$ cat src/ex_pkg.sv
/*
  Shared definitions for the RV32I execute stage.
  Widths, control enums, CSR addresses and the request/response structs
  used by every module of the stage and by the testbench.
*/
package ex_pkg;

  localparam int XLEN = 32;

  typedef logic [XLEN-1:0] word_t;
  typedef logic [11:0]     csr_addr_t;

  // Sequential PC increment without compressed instructions
  localparam word_t PC_STEP = 32'd4;

  // Machine-mode CSR numbers
  localparam csr_addr_t CSR_MSTATUS  = 12'h300;
  localparam csr_addr_t CSR_MTVEC    = 12'h305;
  localparam csr_addr_t CSR_MSCRATCH = 12'h340;
  localparam csr_addr_t CSR_MEPC     = 12'h341;
  localparam csr_addr_t CSR_MCAUSE   = 12'h342;
  localparam csr_addr_t CSR_MTVAL    = 12'h343;

  localparam int MSTATUS_MIE_BIT  = 3;
  localparam int MSTATUS_MPIE_BIT = 7;

  typedef enum logic [3:0] {
    alu_add, alu_sub, alu_sll, alu_slt, alu_sltu, alu_xor,
    alu_srl, alu_sra, alu_or, alu_and, alu_pass_b, alu_csr_set
  } alu_op_e;

  typedef enum logic [3:0] {
    br_none, br_beq, br_bne, br_blt, br_bge, br_bltu, br_bgeu, br_jal, br_jalr
  } br_kind_e;

  typedef enum logic [1:0] {fwd_reg, fwd_ex, fwd_wb} fwd_sel_e;
  typedef enum logic       {src_rs1, src_pc} src_a_e;
  typedef enum logic [1:0] {csr_none, csr_rw, csr_rs, csr_mret} csr_op_e;
  typedef enum logic       {exc_none, exc_instr_misaligned} exc_e;

  // Decoded instruction as handed over by the decode stage
  typedef struct packed {
    word_t     pc;
    word_t     rs1_data;
    word_t     rs2_data;
    word_t     imm;
    fwd_sel_e  fwd_a;
    fwd_sel_e  fwd_b;
    src_a_e    src_a;
    logic      imm_b;
    alu_op_e   alu_op;
    br_kind_e  br_kind;
    csr_op_e   csr_op;
    csr_addr_t csr_addr;
  } ex_req_t;

  typedef struct packed {
    logic  valid;
    word_t rd_data;
    logic  redirect;
    word_t target;
    exc_e  exc;
  } ex_rsp_t;

  typedef struct packed {
    logic  valid;
    word_t cause;
    word_t tval;
    word_t epc;
  } trap_t;

endpackage

$ cat src/ex_alu.sv
/*
  Integer ALU of the execute stage, purely combinational.
  Comparison flags come from a subtractor that runs for every operation,
  so the branch unit can use them whatever op is selected.
*/
`timescale 1ns/1ns
module ex_alu (
  input  ex_pkg::word_t   a_i,
  input  ex_pkg::word_t   b_i,
  input  ex_pkg::alu_op_e op_i,
  output ex_pkg::word_t   result_o,
  output logic            zero_o,
  output logic            lt_o,
  output logic            ltu_o
);
  import ex_pkg::*;

  logic [XLEN:0] diff;
  logic [4:0]    shamt;

  // Extra MSB of the difference is the unsigned borrow
  assign diff  = {1'b0, a_i} - {1'b0, b_i};
  assign shamt = b_i[4:0];

  assign zero_o = (diff[XLEN-1:0] == '0);
  assign ltu_o  = diff[XLEN];
  // With differing signs A is less exactly when it is negative
  assign lt_o   = (a_i[XLEN-1] ^ b_i[XLEN-1]) ? a_i[XLEN-1] : diff[XLEN-1];

  always_comb begin
    case (op_i)
      alu_add:     result_o = a_i + b_i;
      alu_sub:     result_o = diff[XLEN-1:0];
      alu_sll:     result_o = a_i << shamt;
      alu_slt:     result_o = {{(XLEN-1){1'b0}}, lt_o};
      alu_sltu:    result_o = {{(XLEN-1){1'b0}}, ltu_o};
      alu_xor:     result_o = a_i ^ b_i;
      alu_srl:     result_o = a_i >> shamt;
      alu_sra:     result_o = word_t'($signed(a_i) >>> shamt);
      alu_or:      result_o = a_i | b_i;
      alu_and:     result_o = a_i & b_i;
      alu_pass_b:  result_o = b_i;
      // B carries the old CSR value here
      alu_csr_set: result_o = a_i | b_i;
      default:     result_o = '0;
    endcase
  end

endmodule

$ cat src/ex_branch_unit.sv
/*
  Branch and jump resolution for the execute stage.
  Decides the redirect from the ALU flags, forms the target and flags a
  target that is not word aligned.
*/
`timescale 1ns/1ns
module ex_branch_unit (
  input  ex_pkg::br_kind_e kind_i,
  input  logic             is_mret_i,
  input  logic             zero_i,
  input  logic             lt_i,
  input  logic             ltu_i,
  input  ex_pkg::word_t    pc_i,
  input  ex_pkg::word_t    rs1_i,
  input  ex_pkg::word_t    imm_i,
  input  ex_pkg::word_t    mepc_i,
  output logic             redirect_o,
  output ex_pkg::word_t    target_o,
  output ex_pkg::exc_e     exc_o
);
  import ex_pkg::*;

  logic taken;

  always_comb begin
    case (kind_i)
      br_beq:          taken = zero_i;
      br_bne:          taken = !zero_i;
      br_blt:          taken = lt_i;
      br_bge:          taken = !lt_i;
      br_bltu:         taken = ltu_i;
      br_bgeu:         taken = !ltu_i;
      br_jal, br_jalr: taken = 1'b1;
      default:         taken = 1'b0;
    endcase
  end

  assign redirect_o = taken | is_mret_i;

  always_comb begin
    if (is_mret_i) begin
      target_o = mepc_i;
    end else if (kind_i == br_jalr) begin
      target_o = (rs1_i + imm_i) & ~word_t'(1);
    end else begin
      target_o = pc_i + imm_i;
    end
  end

  // Without the C extension a taken target needs bit 1 clear
  assign exc_o = (redirect_o && target_o[1]) ? exc_instr_misaligned : exc_none;

endmodule

$ cat src/ex_csr_file.sv
/*
  Machine-mode CSR file: mstatus (MIE/MPIE), mtvec, mepc, mcause, mtval
  and mscratch. Reads are combinational and return the old value; writes,
  trap entry and mret take effect at the clock edge.
*/
`timescale 1ns/1ns
module ex_csr_file (
  input  logic              clk_i,
  input  logic              arst_n_i,
  input  logic              we_i,
  input  ex_pkg::csr_op_e   op_i,
  input  ex_pkg::csr_addr_t addr_i,
  input  ex_pkg::word_t     wdata_i,
  input  ex_pkg::trap_t     trap_i,
  output ex_pkg::word_t     rdata_o,
  output ex_pkg::word_t     mepc_o,
  output ex_pkg::word_t     mtvec_o
);
  import ex_pkg::*;

  logic  mie;
  logic  mpie;
  word_t mtvec;
  word_t mepc;
  word_t mcause;
  word_t mtval;
  word_t mscratch;
  word_t mstatus;

  localparam word_t ALIGN_MASK = ~word_t'(3);

  // Only MIE and MPIE are implemented in mstatus
  always_comb begin
    mstatus                   = '0;
    mstatus[MSTATUS_MIE_BIT]  = mie;
    mstatus[MSTATUS_MPIE_BIT] = mpie;
  end

  always_comb begin
    case (addr_i)
      CSR_MSTATUS:  rdata_o = mstatus;
      CSR_MTVEC:    rdata_o = mtvec;
      CSR_MEPC:     rdata_o = mepc;
      CSR_MCAUSE:   rdata_o = mcause;
      CSR_MTVAL:    rdata_o = mtval;
      CSR_MSCRATCH: rdata_o = mscratch;
      default:      rdata_o = '0;
    endcase
  end

  always_ff @(posedge clk_i or negedge arst_n_i) begin
    if (!arst_n_i) begin
      mie      <= 1'b0;
      mpie     <= 1'b0;
      mtvec    <= '0;
      mepc     <= '0;
      mcause   <= '0;
      mtval    <= '0;
      mscratch <= '0;
    end else if (trap_i.valid) begin
      // Trap entry overrides any CSR access in the same cycle
      mepc   <= trap_i.epc & ALIGN_MASK;
      mcause <= trap_i.cause;
      mtval  <= trap_i.tval;
      mpie   <= mie;
      mie    <= 1'b0;
    end else if (op_i == csr_mret) begin
      mie  <= mpie;
      mpie <= 1'b1;
    end else if (we_i) begin
      case (addr_i)
        CSR_MSTATUS: begin
          mie  <= wdata_i[MSTATUS_MIE_BIT];
          mpie <= wdata_i[MSTATUS_MPIE_BIT];
        end
        CSR_MTVEC:    mtvec    <= wdata_i & ALIGN_MASK;
        CSR_MEPC:     mepc     <= wdata_i & ALIGN_MASK;
        CSR_MCAUSE:   mcause   <= wdata_i;
        CSR_MTVAL:    mtval    <= wdata_i;
        CSR_MSCRATCH: mscratch <= wdata_i;
        default: ;
      endcase
    end
  end

  assign mepc_o  = mepc;
  assign mtvec_o = mtvec;

endmodule

$ cat src/execution.sv
/*
  Combinational execute datapath. Selects forwarded operands, drives the
  ALU, branch unit and CSR file, and forms the next EX/MEM response.
*/
`timescale 1ns/1ns
module execution (
  input  logic            clk_i,
  input  logic            arst_n_i,
  input  logic            valid_i,
  input  ex_pkg::ex_req_t req_i,
  input  ex_pkg::word_t   ex_fwd_i,
  input  ex_pkg::word_t   wb_data_i,
  input  ex_pkg::trap_t   trap_i,
  output ex_pkg::ex_rsp_t rsp_o,
  output ex_pkg::word_t   mtvec_o
);
  import ex_pkg::*;

  word_t   rs1_val, rs2_val;
  word_t   op_a, op_b, alu_b;
  word_t   alu_result, csr_rdata, csr_wdata, mepc, target;
  logic    zero, lt, ltu, redirect, is_csr, csr_we;
  csr_op_e csr_op;
  exc_e    exc;

  // Forwarding muxes
  always_comb begin
    case (req_i.fwd_a)
      fwd_ex:  rs1_val = ex_fwd_i;
      fwd_wb:  rs1_val = wb_data_i;
      default: rs1_val = req_i.rs1_data;
    endcase
    case (req_i.fwd_b)
      fwd_ex:  rs2_val = ex_fwd_i;
      fwd_wb:  rs2_val = wb_data_i;
      default: rs2_val = req_i.rs2_data;
    endcase
  end

  assign op_a  = (req_i.src_a == src_pc) ? req_i.pc : rs1_val;
  assign op_b  = req_i.imm_b ? req_i.imm : rs2_val;
  // csrrs ORs operand A into the old CSR value
  assign alu_b = (req_i.csr_op == csr_rs) ? csr_rdata : op_b;

  assign is_csr    = (req_i.csr_op == csr_rw) || (req_i.csr_op == csr_rs);
  assign csr_we    = valid_i && is_csr;
  assign csr_op    = valid_i ? req_i.csr_op : csr_none;
  assign csr_wdata = (req_i.csr_op == csr_rw) ? op_a : alu_result;

  ex_alu u_alu (
    .a_i(op_a), .b_i(alu_b), .op_i(req_i.alu_op),
    .result_o(alu_result), .zero_o(zero), .lt_o(lt), .ltu_o(ltu)
  );

  ex_branch_unit u_branch (
    .kind_i(req_i.br_kind), .is_mret_i(req_i.csr_op == csr_mret),
    .zero_i(zero), .lt_i(lt), .ltu_i(ltu),
    .pc_i(req_i.pc), .rs1_i(op_a), .imm_i(req_i.imm), .mepc_i(mepc),
    .redirect_o(redirect), .target_o(target), .exc_o(exc)
  );

  ex_csr_file u_csr (
    .clk_i(clk_i), .arst_n_i(arst_n_i), .we_i(csr_we), .op_i(csr_op),
    .addr_i(req_i.csr_addr), .wdata_i(csr_wdata), .trap_i(trap_i),
    .rdata_o(csr_rdata), .mepc_o(mepc), .mtvec_o(mtvec_o)
  );

  always_comb begin
    rsp_o.valid = valid_i;
    if (is_csr) begin
      rsp_o.rd_data = csr_rdata;
    end else if ((req_i.br_kind == br_jal) || (req_i.br_kind == br_jalr)) begin
      rsp_o.rd_data = req_i.pc + PC_STEP;
    end else begin
      rsp_o.rd_data = alu_result;
    end
    // Idle cycles never redirect or fault
    rsp_o.redirect = valid_i && redirect;
    rsp_o.target   = target;
    rsp_o.exc      = valid_i ? exc : exc_none;
  end

endmodule

$ cat src/ex_stage.sv
/*
  Top of the execute stage. Holds the EX/MEM response register, which is
  also the forwarding source for the next instruction. One cycle latency,
  no back-pressure.
*/
`timescale 1ns/1ns
module ex_stage (
  input  logic            clk_i,
  input  logic            arst_n_i,
  input  logic            valid_i,
  input  ex_pkg::ex_req_t req_i,
  input  ex_pkg::word_t   wb_data_i,
  input  ex_pkg::trap_t   trap_i,
  output ex_pkg::ex_rsp_t rsp_o,
  output ex_pkg::word_t   mtvec_o
);
  import ex_pkg::*;

  ex_rsp_t rsp_d;
  ex_rsp_t rsp_q;

  execution u_execution (
    .clk_i    (clk_i),
    .arst_n_i (arst_n_i),
    .valid_i  (valid_i),
    .req_i    (req_i),
    .ex_fwd_i (rsp_q.rd_data),
    .wb_data_i(wb_data_i),
    .trap_i   (trap_i),
    .rsp_o    (rsp_d),
    .mtvec_o  (mtvec_o)
  );

  // EX/MEM response register
  always_ff @(posedge clk_i or negedge arst_n_i) begin
    if (!arst_n_i) begin
      rsp_q <= '0;
    end else begin
      rsp_q <= rsp_d;
    end
  end

  assign rsp_o = rsp_q;

endmodule

$ cat config.mk
export PLATFORM = sky130hd
export DESIGN_NAME = ex_stage
export DESIGN_NICKNAME = d
export VERILOG_FILES = /design/src/ex_pkg.sv /design/src/ex_alu.sv /design/src/ex_branch_unit.sv /design/src/ex_csr_file.sv /design/src/execution.sv /design/src/ex_stage.sv
export SDC_FILE = /design/constraint.sdc
export NUM_CORES = 1
export LEC_CHECK = 0
export BUFFER_PORTS_ARGS = -buffer_cell sky130_fd_sc_hd__buf_2
export CORE_ASPECT_RATIO = 0.5
export CORE_UTILIZATION = 35
export CTS_BUF_LIST = sky130_fd_sc_hd__clkbuf_4 sky130_fd_sc_hd__clkbuf_8
export DETAILED_ROUTE_END_ITERATION = 8
export GPL_TIMING_DRIVEN = 0
export PLACE_DENSITY = 0.55
export SYNTH_ARGS = -nofsm -noshare
export SYNTH_HDL_FRONTEND = slang
export SYNTH_SLANG_ARGS = --single-unit
$ cat constraint.sdc
create_clock -name clk_i -period 13.7 [get_ports clk_i]
set_clock_uncertainty 0.2 [all_clocks]
set_input_delay 0.685 -clock clk_i [delete_from_list [all_inputs] [get_ports clk_i]]
set_output_delay 0.685 -clock clk_i [all_outputs]
set_load 0.02 [all_outputs]
* Word-level counts from Yosys, hierarchy flattened *
Index checks and enable logic that the tools add are counted.

storage, ports and cells
  output and inout port bits = 99
  register bits after elaboration = 227

cells by class
  bitwise operators = 7
  equal/unequal tests = 34
  reductions and logical operators = 24
  mux-type cells = 37
  shift-type cells = 3
  $add $sub $neg = 5

operator list
  kind                     number
  $mux W32                 20
  $pmux W32 S11            1
  $pmux W32 S6             1
  $pmux W32 S2             2
  $add A32 B32 Y32         3
  $eq A12 B10 Y1 const B   6
  $sub A32 B32 Y33         1
  $add A32 B3 Y32 const B  1
  $and A32 B32 Y32         1
  $eq A4 B3 Y1 const B     8
  $logic_not A32 Y1        1
  $or A32 B32 Y32          1
  $shl A32 B5 Y32          1
  $shr A32 B5 Y32          1
  $sshr A32 B5 Y32         1
  $xor A32 B32 Y32         1
  $eq A4 B4 Y1 const B     5
  $eq A4 B2 Y1 const B     4
  $mux W1                  11
  $eq A2 B2 Y1 const B     5
  $reduce_and A3 Y1        3
  $eq A4 B1 Y1 const B     2
  $reduce_and A4 Y1        2
  $reduce_bool A2 Y1       4
  other kinds (14)         24

* Depth between registers and ports, before layout *
  depth in word-level cells = 12
  depth in mapped cells = 36

* By module *
A second synthesis with hierarchy kept.

unflattened totals
  cell total of the unflattened synthesis = 3544
  area total of the unflattened synthesis = 28172.0 um^2

modules (own cells, without submodules)
  module          area an instance (um^2)  cells an instance  times used
  ex_alu          9341.5                   1401               1
  ex_csr_file     9158.8                   864                1
  ex_branch_unit  4025.1                   584                1
  execution       3970.1                   628                1
  ex_stage        1676.6                   67                 1

* Worst setup path before layout *
No wires, ideal clock.

  path kind = input to register
  start point = input req_i[1] (netlist name)
  end point = register rsp_q (netlist bit rsp_o[0])
  path buffers = 5
  library setup time = 0.123 ns
  stages on the path = 30
  arrival = 6.589 ns
  slack = 6.788 ns
  cell sequence = buf_6 buf_2 buf_2 clkbuf_1 mux4_2 a32oi_1 a21oi_1 ha_1 clkbuf_1 nand2b_1 a21oi_1 o31ai_1 nand3_1 nand2_1 a211o_1 o31ai_1 nor2_1 nor2_1 o21bai_1 fa_1 nor2_1 nand3_1 a2111oi_0 nand4_1 nor4_1 and4b_1 nand4_1 nand4b_1 mux2i_1 nor2_1

RTL lines
  element                 line            source
  start: declaration      ex_stage.sv:11  input ex_pkg::ex_req_t req_i,
  end signal: assignment  ex_stage.sv:39  rsp_q <= rsp_d;
  end: declaration        ex_stage.sv:20  ex_rsp_t rsp_q;

==> reports/metrics.cfg <==
[sta]
finalHoldViolations=0
finalSetupViolations=0
slew_violations=24
final_period_minus_worst_setup_slack_ns=11.19
fmax_mhz=89.4
setup_tns_ns=0
maxSlewHeadroom_pct=-14.5
fin_crit_sh_pct=81.7
worst_slew_pin_slew_ns=1.70
rsz0062_at_grt=false

[floorplanning]
die_h_um=199
fp.dieW_um=395
start_util_pct=35.7
dieArea_um2=78500
io-pin-count=387
core_um2=75900
rows=71

[outcome]
outcome=finished with violations
violations=capacitance limit, slew limit

[synthesis]
synth_edf_count=0
synth.area.top_cells=dfrtp_1 (21%), ha_1 (7.7%), a21oi_1 (5.7%)
synth_cell_types=106
synth_commonest_cells=nand2_1 (364), nor2_1 (330), a21oi_1 (307)
yosys.area.top_type_share_pct=20.8
ys_seq_area_share_pct=20.8
synth_ff_type=dfrtp_1
yosys.area.top_type=dfrtp_1
yosysWarnings=0
yosysMostFrequentCell=nand2_1
ys_async_sr_fraction_pct=100
syn_area_um2=27100
postSynthCellCount=3680
ys_seq_elements=225
syn_area_per_cell_um2=7.35

[place]
dpl.hpwl_mm=168
io_buffer_count=378
gp_congestion=1.16

[cts]
clock-sinks=225
cts.clk_slew.worst_paths_ns=0.06
holdBufCountCts=1
insertion_delay_ns=0.66
cts_root_buf=clkbuf_8
cts_buffers=43
cts_tree=yes
h-tree-depth=2
post-cts-setup-buffers=0
ctsResizeCount=0
ctsLongestPathBuffers=3

[critical_path]
r2r-end=rsp_o[33]
slowest_delay_ns=1.32
path_class=in2reg
ff2ff_path_depth=28
cp_common_cell=a21oi_1
arrival_ns=11.51
rr_startpoint=u_execution.u_csr.mepc_o[18]
regToRegSetupSlack_ns=3.68
critPathCaptureType=flip-flop
cpMaxStageDelayCell=o21ai_0
critPathLaunchType=primary input
path_max_fanout=10
cp_data_required_time_ns=14.02

[route]
firstDrtPassIters=8
drt-total-wl_mm=204
drt_iter0_drc=6991
ant_nets=0
drc=0
vias=37000
vias_per_cell=7.10
wl_per_cell_um=39.1

[power_and_ir_drop]
powerDensity_nw_per_um2=110
p_comb_share_pct=57.9
total_leakage_power_nw=13.4
worst_ir_drop_vdd_uv=69.9
p_int_mw=1.66
p_seq_share_pct=22.2
switching_share_pct=52.9
power_frac_clock_pct=19.9
p_switching_mw=1.86

[min_path]
min_delay_path_depth=3
hp-class=in2reg
hp-start=trap_i[46]
holdPathEnd=u_execution.u_csr.mtval[14]

[grt]
grt_pass1_wl_mm=272
grt_pass1_vias=32900
antenna_found_initial=15
overflow=0
grt_start_max_net_pins=115
track_usage_pct=49.6

[final_layout]
area_growth_pct=17.9
fin_nets=4603
fin_util_pct=42.1
drive_gt1_share_pct=16.8

[flow_run]
maxCapViolCount=5

power by group through the flow:
stage,clock network [mW],registers (mW),logic (mW)
2_1_floorplan,0,0.806,0.988
3_3_place_gp,0,0.786,1.84
3_5_place_dp,0,0.787,1.87
4_1_cts,0.695,0.776,1.88
5_1_grt,0.729,0.780,2.06
6_report,0.701,0.781,2.04
area by class of cell:
type	instances	area [um2]
antenna	11	27.5
buffer	269	1140
clock buffer	65	801
clock inverter	6	41.3
fill	8094	43900
inverter	145	544
multi-input combinational	3042	20100
sequential	225	5630
tap	1022	1280
timing repair buffer	418	2380
how the worst max path moves through the flow:
stage | slack [ns] | from | depth (start not counted) | endpoint
6_report | 2.51 | req_i[0] | 32 | rsp_o[33]
5_1_grt | 2.74 | req_i[0] | 32 | rsp_o[0]
4_1_cts | 3.43 | req_i[0] | 32 | rsp_o[0]
3_5_place_dp | 2.81 | req_i[0] | 32 | rsp_o[0]
3_3_place_gp | 2.31 | req_i[26] | 30 | rsp_o[0]
2_1_floorplan | 6.79 | req_i[1] | 30 | rsp_o[0]
cell usage in the layout, fill, tap and decap left out, types with 37 or more instances in the layout:
cell      count
a22oi_1      48
a21o_1       51
nand3_1     108
nor2_1      330
a21oi_1     307
a211oi_1    109
nand4_1      37
o21ai_0     221
xnor2_1      69
clkbuf_1    179
clkbuf_8     50
inv_1       136
dfrtp_1     225
buf_2       438
nor3_1      228
o31ai_1      47
a31oi_1      55
nor2b_1      87
a221oi_1     83
nand2_1     364
ha_1        166
layer usage:
metal / part of all wire (%) / vias to the layer above / GRT usage, % / wire length, um
met3: 17 / 694 / 25.0 / 35000
met4: 5.5 / 7 / 20.4 / 11200
met1: 39 / 18200 / 65.1 / 79800
met5: 0.083 / - / 1.54 / 170
li1: - / 14800 / - / -
met2: 38 / 3232 / 67.7 / 77400
metrics by stage:
stage	setup slack, ns	cell area (um2)	std cells	power [mW]	hold slack, ns
after floorplan	6.79	27100	3681	1.79	0.189
after global placement	2.31	30200	5081	2.63	0.253
after detailed placement	2.81	31000	5119	2.66	0.259
after CTS	3.43	31900	5191	3.35	0.0516
after global routing	2.74	31900	5198	3.57	0.0654
final	2.51	31900	5203	3.52	0.0634
worst max-delay path: cells and delay by family:
kind                     cells  cell delay (ns)
multiplexers                 2             1.02
buffers and inverters        7             2.43
AND/OR/NAND/NOR             11             2.23
AO/OA/AOI/OAI               10             4.12
adder cells (fa/ha/maj)      2             0.97
logic make-up after synthesis:
family,share of synthesized area (%)
flops,20.8
xor+xnor,3.11
other cells,0.0139
simple gates,24.8
buf+inv,6.23
compound gates,32.6
fa+ha+maj,8.04
mux,4.46
state kept, by name, indices dropped and copies added, names as in the netlist:
signal	flops
u_execution.u_csr.mscratch	32
u_execution.u_csr.mtvec_o	30
rsp_o	67
u_execution.u_csr.mpie	1
u_execution.u_csr.mcause	32
u_execution.u_csr.mepc_o	30
u_execution.u_csr.mtval	32
u_execution.u_csr.mie	1
(Power assumes the default switching activity.)
